`src/design/core_pkg.sv`:
```
package core_pkg;

  //////////////////////////////
  // Widths
  //////////////////////////////

  // Data and address width
  localparam int XLEN       = 32;
  // Register index width
  localparam int REG_ADDR_W = 5;
  // x0 included
  localparam int NUM_REGS   = 32;

  typedef logic [XLEN-1:0]       addr_t;
  typedef logic [XLEN-1:0]       data_t;
  typedef logic [REG_ADDR_W-1:0] reg_addr_t;

  //////////////////////////////
  // Major opcodes
  //////////////////////////////

  // Bits 6:0 of the instruction word
  localparam logic [6:0] OPC_LUI    = 7'b0110111;
  localparam logic [6:0] OPC_OP_IMM = 7'b0010011;
  localparam logic [6:0] OPC_OP     = 7'b0110011;
  localparam logic [6:0] OPC_STORE  = 7'b0100011;

  // ADDI x0, x0, 0
  localparam data_t NOP_INSTR = 32'h0000_0013;

  //////////////////////////////
  // ALU operations
  //////////////////////////////

  typedef enum logic [3:0] {
    ALU_ADD    = 4'd0,
    ALU_SUB    = 4'd1,
    ALU_SLL    = 4'd2,
    ALU_SLT    = 4'd3,
    ALU_XOR    = 4'd4,
    ALU_SRL    = 4'd5,
    ALU_SRA    = 4'd6,
    ALU_OR     = 4'd7,
    ALU_AND    = 4'd8,
    // LUI, operand b straight through
    ALU_PASS_B = 4'd9
  } alu_op_e;

endpackage

```
`src/design/id_ex_if.sv`:
```
`timescale 1ns/1ps

// Decoded instruction, decode to execute
interface id_ex_if import core_pkg::*; ();

  logic      valid;
  alu_op_e   alu_op;
  data_t     operand_a;
  data_t     operand_b;
  reg_addr_t rd;
  logic      rd_we;
  logic      is_store;
  data_t     store_data;
  // Low only while a store waits for its grant
  logic      ready;

  // Decode side
  modport decode (
    output valid, alu_op, operand_a, operand_b, rd, rd_we, is_store, store_data,
    input  ready
  );

  // Execute side
  modport execute (
    input  valid, alu_op, operand_a, operand_b, rd, rd_we, is_store, store_data,
    output ready
  );

endinterface

```
`src/design/if_stage.sv`:
```
`timescale 1ns/1ps

module if_stage import core_pkg::*; (
  input  logic  clk_i,
  input  logic  reset_i,
  input  logic  fetch_enable_i,
  input  addr_t boot_addr_i,

  // Instruction bus
  output logic  instr_req_o,
  output addr_t instr_addr_o,
  input  logic  instr_rvalid_i,
  input  data_t instr_rdata_i,

  // To decode
  output logic  instr_valid_o,
  output data_t instr_o,
  input  logic  id_ready_i
);

  // Address of the next request
  addr_t pc_q;

  // One-entry fetch buffer
  logic  buf_valid_q;
  logic  buf_valid_d;
  data_t buf_data_q;

  //////////////////////////////
  // Hand-off to decode
  //////////////////////////////

  // Buffered word is older, goes first
  assign instr_valid_o = buf_valid_q | instr_rvalid_i;
  assign instr_o       = buf_valid_q ? buf_data_q : instr_rdata_i;

  // Buffer occupancy after this edge
  always_comb begin
    if (buf_valid_q) begin
      // Entry leaves, a response this cycle takes its place
      buf_valid_d = id_ready_i ? instr_rvalid_i : 1'b1;
    end else begin
      buf_valid_d = instr_rvalid_i & ~id_ready_i;
    end
  end

  always_ff @(posedge clk_i) begin
    if (reset_i) begin
      buf_valid_q <= 1'b0;
    end else begin
      buf_valid_q <= buf_valid_d;
    end
  end

  // Response not taken by decode this cycle
  always_ff @(posedge clk_i) begin
    if (instr_rvalid_i && (buf_valid_q || !id_ready_i)) begin
      buf_data_q <= instr_rdata_i;
    end
  end

  //////////////////////////////
  // Requests
  //////////////////////////////

  // Only when the buffer can catch next cycle's response
  assign instr_req_o  = fetch_enable_i & ~buf_valid_d;
  assign instr_addr_o = pc_q;

  always_ff @(posedge clk_i) begin
    if (reset_i) begin
      pc_q <= boot_addr_i;
    end else if (instr_req_o) begin
      pc_q <= pc_q + XLEN'(4);
    end
  end

endmodule

```
`src/design/id_stage.sv`:
```
`timescale 1ns/1ps

module id_stage import core_pkg::*; (
  input  logic      clk_i,
  input  logic      reset_i,

  // From fetch
  input  logic      instr_valid_i,
  input  data_t     instr_i,
  output logic      id_ready_o,

  // Register file read ports
  output reg_addr_t rs1_addr_o,
  output reg_addr_t rs2_addr_o,
  input  data_t     rs1_data_i,
  input  data_t     rs2_data_i,

  // Write-back from execute, for forwarding
  input  logic      wb_we_i,
  input  reg_addr_t wb_addr_i,
  input  data_t     wb_data_i,

  id_ex_if.decode   id_ex
);

  logic       valid_q;
  data_t      instr_q;

  // Instruction fields
  logic [6:0] opcode;
  logic [2:0] funct3;
  logic [6:0] funct7;
  data_t      imm_i;
  data_t      imm_s;
  data_t      imm_u;

  // Decode results
  alu_op_e    alu_op;
  data_t      imm;
  logic       use_imm;
  logic       rd_we;
  logic       is_store;

  // Source values after forwarding
  data_t      rs1_val;
  data_t      rs2_val;

  //////////////////////////////
  // Instruction register
  //////////////////////////////

  assign id_ready_o = ~valid_q | id_ex.ready;

  always_ff @(posedge clk_i) begin
    if (reset_i) begin
      valid_q <= 1'b0;
      instr_q <= NOP_INSTR;
    end else if (id_ready_o) begin
      valid_q <= instr_valid_i;
      if (instr_valid_i) begin
        instr_q <= instr_i;
      end
    end
  end

  //////////////////////////////
  // Decoder
  //////////////////////////////

  assign opcode = instr_q[6:0];
  assign funct3 = instr_q[14:12];
  assign funct7 = instr_q[31:25];

  // I, S and U immediates, sign extended
  assign imm_i = {{20{instr_q[31]}}, instr_q[31:20]};
  assign imm_s = {{20{instr_q[31]}}, instr_q[31:25], instr_q[11:7]};
  assign imm_u = {instr_q[31:12], 12'b0};

  always_comb begin
    // Defaults give a no-op
    alu_op   = ALU_ADD;
    imm      = imm_i;
    use_imm  = 1'b1;
    rd_we    = 1'b0;
    is_store = 1'b0;
    case (opcode)
      OPC_LUI: begin
        alu_op = ALU_PASS_B;
        imm    = imm_u;
        rd_we  = 1'b1;
      end
      OPC_OP_IMM: begin
        rd_we = 1'b1;
        case (funct3)
          3'b000: alu_op = ALU_ADD;
          3'b010: alu_op = ALU_SLT;
          3'b100: alu_op = ALU_XOR;
          3'b110: alu_op = ALU_OR;
          3'b111: alu_op = ALU_AND;
          3'b001: begin
            alu_op = ALU_SLL;
            rd_we  = (funct7 == 7'b0000000);
          end
          3'b101: begin
            // SRAI carries funct7 bit 5
            alu_op = funct7[5] ? ALU_SRA : ALU_SRL;
            rd_we  = (funct7 == 7'b0000000) || (funct7 == 7'b0100000);
          end
          default: rd_we = 1'b0;
        endcase
      end
      OPC_OP: begin
        use_imm = 1'b0;
        if (funct7 == 7'b0000000) begin
          rd_we = 1'b1;
          case (funct3)
            3'b000: alu_op = ALU_ADD;
            3'b001: alu_op = ALU_SLL;
            3'b010: alu_op = ALU_SLT;
            3'b100: alu_op = ALU_XOR;
            3'b101: alu_op = ALU_SRL;
            3'b110: alu_op = ALU_OR;
            3'b111: alu_op = ALU_AND;
            default: rd_we = 1'b0;
          endcase
        end else if (funct7 == 7'b0100000) begin
          // SUB and SRA only
          alu_op = (funct3 == 3'b000) ? ALU_SUB : ALU_SRA;
          rd_we  = (funct3 == 3'b000) || (funct3 == 3'b101);
        end
      end
      OPC_STORE: begin
        // Word stores only, address is rs1 plus offset
        imm      = imm_s;
        is_store = (funct3 == 3'b010);
      end
      default: begin
        // Unknown opcode keeps the no-op defaults
      end
    endcase
  end

  //////////////////////////////
  // Operands and forwarding
  //////////////////////////////

  assign rs1_addr_o = instr_q[19:15];
  assign rs2_addr_o = instr_q[24:20];

  // Result leaving execute this cycle is not yet in the register file
  assign rs1_val = (wb_we_i && (wb_addr_i == rs1_addr_o) && (rs1_addr_o != '0))
                   ? wb_data_i : rs1_data_i;
  assign rs2_val = (wb_we_i && (wb_addr_i == rs2_addr_o) && (rs2_addr_o != '0))
                   ? wb_data_i : rs2_data_i;

  assign id_ex.valid      = valid_q;
  assign id_ex.alu_op     = alu_op;
  assign id_ex.operand_a  = rs1_val;
  assign id_ex.operand_b  = use_imm ? imm : rs2_val;
  assign id_ex.rd         = instr_q[11:7];
  assign id_ex.rd_we      = rd_we;
  assign id_ex.is_store   = is_store;
  assign id_ex.store_data = rs2_val;

endmodule

```
`src/design/ex_stage.sv`:
```
`timescale 1ns/1ps

module ex_stage import core_pkg::*; (
  input  logic      clk_i,
  input  logic      reset_i,

  id_ex_if.execute  id_ex,

  // Data bus, stores only
  output logic      data_req_o,
  output addr_t     data_addr_o,
  output data_t     data_wdata_o,
  input  logic      data_gnt_i,

  // Register write-back
  output logic      wb_we_o,
  output reg_addr_t wb_addr_o,
  output data_t     wb_data_o
);

  logic       valid_q;
  alu_op_e    alu_op_q;
  data_t      op_a_q;
  data_t      op_b_q;
  reg_addr_t  rd_q;
  logic       rd_we_q;
  logic       is_store_q;
  data_t      store_data_q;

  data_t      alu_result;
  logic [4:0] shamt;
  logic       store_wait;

  //////////////////////////////
  // Pipeline register
  //////////////////////////////

  // Ungranted store blocks the stage
  assign store_wait  = valid_q & is_store_q & ~data_gnt_i;
  assign id_ex.ready = ~store_wait;

  always_ff @(posedge clk_i) begin
    if (reset_i) begin
      valid_q <= 1'b0;
    end else if (id_ex.ready) begin
      valid_q <= id_ex.valid;
    end
  end

  always_ff @(posedge clk_i) begin
    if (id_ex.valid && id_ex.ready) begin
      alu_op_q     <= id_ex.alu_op;
      op_a_q       <= id_ex.operand_a;
      op_b_q       <= id_ex.operand_b;
      rd_q         <= id_ex.rd;
      rd_we_q      <= id_ex.rd_we;
      is_store_q   <= id_ex.is_store;
      store_data_q <= id_ex.store_data;
    end
  end

  //////////////////////////////
  // ALU
  //////////////////////////////

  assign shamt = op_b_q[4:0];

  always_comb begin
    case (alu_op_q)
      ALU_ADD:    alu_result = op_a_q + op_b_q;
      ALU_SUB:    alu_result = op_a_q - op_b_q;
      ALU_SLL:    alu_result = op_a_q << shamt;
      ALU_SLT:    alu_result = {31'b0, $signed(op_a_q) < $signed(op_b_q)};
      ALU_XOR:    alu_result = op_a_q ^ op_b_q;
      ALU_SRL:    alu_result = op_a_q >> shamt;
      ALU_SRA:    alu_result = $signed(op_a_q) >>> shamt;
      ALU_OR:     alu_result = op_a_q | op_b_q;
      ALU_AND:    alu_result = op_a_q & op_b_q;
      ALU_PASS_B: alu_result = op_b_q;
      default:    alu_result = '0;
    endcase
  end

  // Store address from the adder, payload steady while waiting
  assign data_req_o   = valid_q & is_store_q;
  assign data_addr_o  = alu_result;
  assign data_wdata_o = store_data_q;

  // One cycle in execute, written on the closing edge
  assign wb_we_o   = valid_q & ~is_store_q & rd_we_q;
  assign wb_addr_o = rd_q;
  assign wb_data_o = alu_result;

endmodule

```
`src/design/register_file.sv`:
```
`timescale 1ns/1ps

module register_file import core_pkg::*; (
  input  logic      clk_i,
  input  logic      reset_i,

  // Read ports
  input  reg_addr_t rs1_addr_i,
  input  reg_addr_t rs2_addr_i,
  output data_t     rs1_data_o,
  output data_t     rs2_data_o,

  // Write port
  input  logic      we_i,
  input  reg_addr_t waddr_i,
  input  data_t     wdata_i
);

  // x1 to x31, x0 has no storage
  data_t regs_q [1:NUM_REGS-1];

  always_ff @(posedge clk_i) begin
    if (reset_i) begin
      for (int i = 1; i < NUM_REGS; i++) begin
        regs_q[i] <= '0;
      end
    end else if (we_i && (waddr_i != '0)) begin
      regs_q[waddr_i] <= wdata_i;
    end
  end

  // x0 reads as zero
  assign rs1_data_o = (rs1_addr_i == '0) ? '0 : regs_q[rs1_addr_i];
  assign rs2_data_o = (rs2_addr_i == '0) ? '0 : regs_q[rs2_addr_i];

endmodule

```
`src/design/core_top.sv`:
```
`timescale 1ns/1ps

module core_top import core_pkg::*; (
  input  logic  clk_i,
  input  logic  reset_i,
  input  logic  fetch_enable_i,
  input  addr_t boot_addr_i,

  // Instruction bus
  output logic  instr_req_o,
  output addr_t instr_addr_o,
  input  logic  instr_rvalid_i,
  input  data_t instr_rdata_i,

  // Data bus
  output logic  data_req_o,
  output addr_t data_addr_o,
  output data_t data_wdata_o,
  input  logic  data_gnt_i
);

  // Fetch to decode
  logic      instr_valid;
  data_t     instr;
  logic      id_ready;

  // Register file reads
  reg_addr_t rs1_addr;
  reg_addr_t rs2_addr;
  data_t     rs1_data;
  data_t     rs2_data;

  // Write-back, also forwarded to decode
  logic      wb_we;
  reg_addr_t wb_addr;
  data_t     wb_data;

  id_ex_if id_ex ();

  //////////////////////////////
  // Fetch
  //////////////////////////////

  if_stage if_stage_i (
    .clk_i          (clk_i),
    .reset_i        (reset_i),
    .fetch_enable_i (fetch_enable_i),
    .boot_addr_i    (boot_addr_i),
    .instr_req_o    (instr_req_o),
    .instr_addr_o   (instr_addr_o),
    .instr_rvalid_i (instr_rvalid_i),
    .instr_rdata_i  (instr_rdata_i),
    .instr_valid_o  (instr_valid),
    .instr_o        (instr),
    .id_ready_i     (id_ready)
  );

  //////////////////////////////
  // Decode
  //////////////////////////////

  id_stage id_stage_i (
    .clk_i         (clk_i),
    .reset_i       (reset_i),
    .instr_valid_i (instr_valid),
    .instr_i       (instr),
    .id_ready_o    (id_ready),
    .rs1_addr_o    (rs1_addr),
    .rs2_addr_o    (rs2_addr),
    .rs1_data_i    (rs1_data),
    .rs2_data_i    (rs2_data),
    .wb_we_i       (wb_we),
    .wb_addr_i     (wb_addr),
    .wb_data_i     (wb_data),
    .id_ex         (id_ex)
  );

  //////////////////////////////
  // Execute and write-back
  //////////////////////////////

  ex_stage ex_stage_i (
    .clk_i        (clk_i),
    .reset_i      (reset_i),
    .id_ex        (id_ex),
    .data_req_o   (data_req_o),
    .data_addr_o  (data_addr_o),
    .data_wdata_o (data_wdata_o),
    .data_gnt_i   (data_gnt_i),
    .wb_we_o      (wb_we),
    .wb_addr_o    (wb_addr),
    .wb_data_o    (wb_data)
  );

  register_file register_file_i (
    .clk_i      (clk_i),
    .reset_i    (reset_i),
    .rs1_addr_i (rs1_addr),
    .rs2_addr_i (rs2_addr),
    .rs1_data_o (rs1_data),
    .rs2_data_o (rs2_data),
    .we_i       (wb_we),
    .waddr_i    (wb_addr),
    .wdata_i    (wb_data)
  );

endmodule

```
`config.mk`:
```
export PLATFORM = sky130hd
export DESIGN_NAME = core_top
export DESIGN_NICKNAME = d
export VERILOG_FILES = /design/src/design/core_pkg.sv /design/src/design/id_ex_if.sv /design/src/design/if_stage.sv /design/src/design/id_stage.sv /design/src/design/ex_stage.sv /design/src/design/register_file.sv /design/src/design/core_top.sv
export SDC_FILE = /design/constraint.sdc
export NUM_CORES = 2
export LEC_CHECK = 0
export BUFFER_PORTS_ARGS = -buffer_cell sky130_fd_sc_hd__buf_2
export CAP_MARGIN = 20
export CORE_MARGIN = 10
export CORE_UTILIZATION = 46
export CTS_CLUSTER_SIZE = 8
export DETAILED_ROUTE_END_ITERATION = 6
export PLACE_DENSITY_LB_ADDON = 0.25
export SLEW_MARGIN = 20
export SYNTH_ARGS = -nofsm -noshare
export SYNTH_HDL_FRONTEND = slang
export SYNTH_HIERARCHICAL = 1
export SYNTH_SLANG_ARGS = --single-unit
```
`constraint.sdc`:
```
create_clock -name clk_i -period 5.94 [get_ports clk_i]
set_clock_uncertainty 0.15 [all_clocks]
set_input_delay 0.297 -clock clk_i [delete_from_list [all_inputs] [get_ports clk_i]]
set_output_delay 0.297 -clock clk_i [all_outputs]
set_load 0.005 [all_outputs]
```
# Yosys cells after proc, flatten, opt, wreduce, memory -nomap -nowiden
# Memories as Yosys holds them, arrays and structs flattened. A register that Yosys moved wholly into a read port is not among the register bits.
# Index checks and enable logic that the tools add are counted.
[word_totals]
regBits = 206
ramBits = 992
elab_cells = 120
memories = 1
[mem_list]
columns = ["memory", "depth", "word_bits", "read_ports", "rd_clocked_by_memory_dff", "write_ports", "line_no", "rtl"]
rows = [
  ["register_file_i.regs_q", 31, 32, 2, 2, 31, "register_file.sv:20", "data_t regs_q [1:NUM_REGS-1];"],
]
[op_classes]
n_addsub = 3
order_cmp = 1
n_eq_ne = 22
shifts = 3
mux = 36
bitwise = 17
n_reduce_logical = 24
[op_table]
columns = ["op", "n"]
rows = [
  ["$pmux 32 s10", 1],
  ["$mux 32", 9],
  ["$pmux 31 s2", 1],
  ["$pmux 4 s6", 2],
  ["$add 32x3->32 const B", 1],
  ["$add 32x32->32", 1],
  ["$and 32x32->32", 1],
  ["$lt 32x32->1", 1],
  ["$or 32x32->32", 1],
  ["$reduce_or 32->1", 1],
  ["$shl 32x5->32", 1],
  ["$shr 32x5->32", 1],
  ["$sshr 32x5->32", 1],
  ["$sub 32x32->32", 1],
  ["$xor 32x32->32", 1],
  ["$eq 7x6->1 const B", 4],
  ["$mux 5", 5],
  ["$eq 4x3->1 const B", 4],
  ["$reduce_bool 5->1", 3],
  ["$eq 3x3->1 const B", 4],
  ["$pmux 4 s3", 1],
  ["$mux 1", 11],
  ["$eq 5x5->1", 2],
  ["$logic_not 5->1", 2],
  ["23 further kinds", 46],
]

# Depth between registers and ports, before layout
[logic_depth]
ltp_word = 11
mapped_depth = 18
mapped_depth_nobuf = 14

# Cells and area by module
# The synthesis kept the hierarchy.
[by_module_without_submodules]
columns = ["mod", "n_inst", "cells_per_inst", "area_per_inst_um2"]
rows = [
  ["register_file", 1, 3765, 54631.1],
  ["ex_stage", 1, 1470, 12315.6],
  ["if_stage", 1, 271, 3331.9],
  ["id_stage", 1, 376, 2981.6],
]

# Least setup slack after synthesis
# Ideal clock, no wire load.
[synth_path]
path_kind = "register to register"
startpoint = "reg ex_stage_i.op_b_q[2]"
endpoint = "reg ex_stage_i.op_b_q[24], data pin"
setup_ps = 261
arrival_ps = 4226
required_ps = 5529
path_slack_ps = 1303
path_stages_with_launch = 19
n_path_buf = 5
period_less_slack_ps = 4637
cell_sequence = "edfxtp_1 -> clkbuf_1 -> inv_1 -> clkbuf_1 -> buf_2 -> buf_2 -> ha_1 -> nor2b_1 -> o31ai_2 -> a21oi_1 -> o221a_2 -> a211o_1 -> a31oi_1 -> nor2_1 -> a31oi_1 -> o211ai_1 -> buf_4 -> mux2_4 -> a221o_1"
[synth_between]
elab_chain_len = 4
word_cells_on_any_way = 8
[synth_lines]
columns = ["item", "line_no", "rtl"]
rows = [
  ["start: declaration", "ex_stage.sv:24", "data_t op_b_q;"],
  ["start signal: assignment", "ex_stage.sv:54", "op_b_q <= id_ex.operand_b;"],
  ["$sub 32x32->32, or another cell as far along", "ex_stage.sv:71", "ALU_SUB: alu_result = op_a_q - op_b_q;"],
  ["$pmux 32 s10 (*)", "ex_stage.sv:69", "case (alu_op_q)"],
  ["net data_addr_o[24]", "core_top.sv:17", "output addr_t data_addr_o,"],
  ["$mux 32 (*)", "id_stage.sv:154", "? wb_data_i : rs2_data_i;"],
  ["net id_ex.store_data[24]", "id_ex_if.sv:13", "data_t store_data;"],
  ["$mux 32 (*)", "id_stage.sv:159", "assign id_ex.operand_b = use_imm ? imm : rs2_val;"],
  ["net id_ex.operand_b[24]", "id_ex_if.sv:9", "data_t operand_b;"],
]
# Mark *: on every way through the listed nets, which the timed path passes. The rest lies on a longest branch.
# A chain may end at the register's enable or synchronous reset.

# Worst setup path after layout
[layout_path]
startpoint = "reg ex_stage_i.op_b_q[2]"
endpoint = "out data_addr_o[15]"
[layout_between]
elab_chain_len = 2
word_cells_on_any_way = 6
[layout_lines]
columns = ["item", "line_no"]
rows = [
  ["$sub 32x32->32, or another cell as far along", "ex_stage.sv:71"],
  ["$pmux 32 s10 (*)", "ex_stage.sv:69"],
  ["end: declaration", "core_top.sv:17"],
]
# Every way passes the cells marked *; elsewhere a longest branch is shown, timed or not.

==> results.toml <==
[status]
status = "completed"

[critical_path]
crit_top_cell = "buf_4"
endpoint_kind = "output port"
slowest_stage = "o2111ai_4"
reg2reg_to = "ex_stage_i/op_a_q[0]"
critPathRequiredTime_ns = 5.49
r2r-start = "ex_stage_i/op_a_q[14]"
path_class = "reg -> out"
ff2ff_setup_slack_ns = 0.93
worst_setup_path_start_kind = "register"
cp_max_fo = 49
path_cells = "clkinv_1, buf_4, ha_1, o31ai_2, nand2_1, a41oi_1, o31ai_1, a221oi_1, a21oi_1, o2111ai_4, buf_4, buf_2"
max_stage_delay_ns = 0.71
critPathBufInv = 4
r2r_cells = 13
crit_family = "compound AO/OA/AOI/OAI gates"
worst_ep_arrival_time_ns = 5.35

[cts]
cts_sinks = 1230
clockRootBuffer = "clkbuf_16"
clk_pin_slew_ns = 0.05
numCtsBuffers = 173
clk_latency_ns = 0.82
post-cts-setup-buffers = 0
cts_tree = "built"
cts_buffer_depth = 3
h-tree-depth = 4

[floorplanning]
fp.dieW_um = 419
start_util_pct = 46.3
coreArea_sq_um = 158000
die_h_um = 419
dieArea_sq_um = 176000
pin_count = 167
fp-row-count = 146

[worst_hold_path]
min_from = "instr_rdata_i[6]"
hold_class = "in -> reg"
hold_end = "if_stage_i/buf_data_q[6]"
hold_path_depth = 2

[synth]
async_reset_ff_share_pct = 0
syn_inst = 5882
synth-seq-cells = 1230
synth_top_cell_area_share_pct = 49.0
synth_area_leaders = "edfxtp_1 49%, mux4_2 12%, and2_1 8.6%"
ys_types = 102
synth_seq_area_share_pct = 49.9
ys.flop_type = "edfxtp_1"
syn-cell-area_sq_um = 73300
synth-edff-count = 1195
yosysWarnings = 6
synth_top_cell_by_area = "edfxtp_1"
synth_area_per_cell_sq_um = 12.5

[routing]
first_pass_iters = 6
drc = 0
ant_nets = 0
wl_per_cell_um = 35.9
drtIter0Drc = 8250
wirelength_mm = 292
via_count = 55100
via_per_inst = 6.77

[final_layout]
layout_commonest_cell = "edfxtp_1"
regArea_sq_um = 36600
design_area_sq_um = 82400
multi_input_area_sq_um = 34100
final_cell_mix = "1,195 x edfxtp_1, 1,005 x and2_1, 389 x mux4_2"
fin_nets = 6186
area_growth_pct = 12.5
layout-drive-gt1-share_pct = 21.8
fill_cells = 13300
final_cells = 8135

[sta]
rsz0062_at_grt = "no"
hold_ws_ns = 0.0700
min_period_ns = 5.79
setup_violations = 0
timing.fmax_mhz = 173
worst_slew_margin_rel_pct = 9.63
worstMarginPinSlew_ns = 1.35
fin_crit_sh_pct = 97.5
fin_tns_setup_ns = 0
hold_viol = 0
slew_violations = 0

[power]
p_per_area_nw_per_um2 = 283
ir_drop_v = 0.000269
power.leakage_uw = 0.0295

[place]
dp.cells = 7810
hpwl_mm = 194
port-buffer-count = 166
placed_cell_area_sq_um = 76700
gp_congestion = 1.03

[grt]
overflow = 0
antenna_found_initial = 31
grt_max_degree = 77
grt_pass1_wl_mm = 407
grt_pass1_vias = 53000
grt_usage_pct = 32.4

[job]
maxCapViolCount = 0
## cell families after synthesis
logic type	count (synthesis)	share of synthesized area, %
muxes	911	19.4
xor gates and xnor gates	25	0.299
and+or+nand+nor	1897	14.6
AOI/OAI and AO/OA	1013	9.57
adders and majority gates	103	1.78
buffers and inverters	702	4.40
DFF	1230	49.9
other	1	0.00512
## worst max-delay path by stage
stage	from	end	slack (ns)	cells after the start
2_1_floorplan	ex_stage_i/op_b_q[2]	ex_stage_i/op_b_q[24]	1.30	18
3_3_place_gp	ex_stage_i/op_a_q[14]	ex_stage_i/op_a_q[0]	1.11	13
3_5_place_dp	ex_stage_i/op_a_q[14]	ex_stage_i/op_a_q[0]	1.03	13
4_1_cts	ex_stage_i/op_b_q[0]	data_addr_o[30]	0.22	14
5_1_grt	ex_stage_i/op_b_q[0]	data_addr_o[30]	0.05	14
6_report	ex_stage_i/op_b_q[2]	data_addr_o[15]	0.15	12
## registers in the layout (all words and copies together), names as in the netlist
register                 cells
ex_stage_i/is_store_q        1
ex_stage_i/alu_op_q          4
register_file_i/regs_q    1024
if_stage_i/buf_valid_q       1
ex_stage_i/rd_we_q           1
id_stage_i/instr_q          32
ex_stage_i/data_wdata_o     32
ex_stage_i/wb_addr_o         5
if_stage_i/instr_addr_o     32
ex_stage_i/op_b_q           32
if_stage_i/buf_data_q       32
id_stage_i/id_ex.valid       1
ex_stage_i/valid_q           1
ex_stage_i/op_a_q           32
## Yosys cell counts, types with 33 or more instances
cell type and count:
clkbuf_1 397, buf_4 70, a21oi_1 200, a211oi_1 67, nor3_1 62, inv_1 95
a22oi_1 123, nand2_1 214, a221oi_1 33, mux4_2 389, edfxtp_1 1195, o21ai_1 35
nand3_1 59, ha_1 101, o22ai_1 69, dfxtp_1 35, nor2_1 264, nor2b_1 71
nor4_1 48, o21ai_0 144, or2_2 40, mux2i_1 375, mux2_2 136, and2_1 1007
a22o_1 63, buf_2 91
## stage by stage
step | setup WS, ns | total power, uW | utilization [%]
after CTS | 0.225 | 23300 | 52.0
after global placement | 1.11 | 14300 | 48.4
after detailed placement | 1.03 | 14300 | 48.4
after floorplan | 1.30 | 12500 | -
final | 0.146 | 23400 | 52.1
after global routing | 0.0524 | 23900 | 52.0
## layer usage
metal / wire length [um] / GRT usage (%)
met2: 123000 / 46.9
met4: 21300 / 19.7
met3: 39400 / 10.4
met1: 108000 / 42.4
met5: 162 / 0
## report_power, final
group          switching, uW  leakage [uW]  internal (uW)  total, uW
clock network           3730       0.00228           5250       8980
logic                   2810        0.0147           1360       4170
registers                310        0.0125           9910      10200
total                   6850        0.0295          16500      23400
## cell type report
class                   count  share of cell area, %
clock inverters            15                  0.217
multi-input cells        3981                   41.3
clock buffers             199                   5.45
diodes                     10                 0.0304
repair buffers            531                   4.97
flip-flops and latches   1230                   44.4
inverters                  97                  0.442
well taps                2072                   3.14
## what timing repair did
action | in CTS | in global routing
hold endpoints to repair | 131 | 0
setup endpoints to repair | 0 | 1
resized for setup | 0 | 1
hold buffers | 98 | 0
Power figures use the tool's default switching activity.
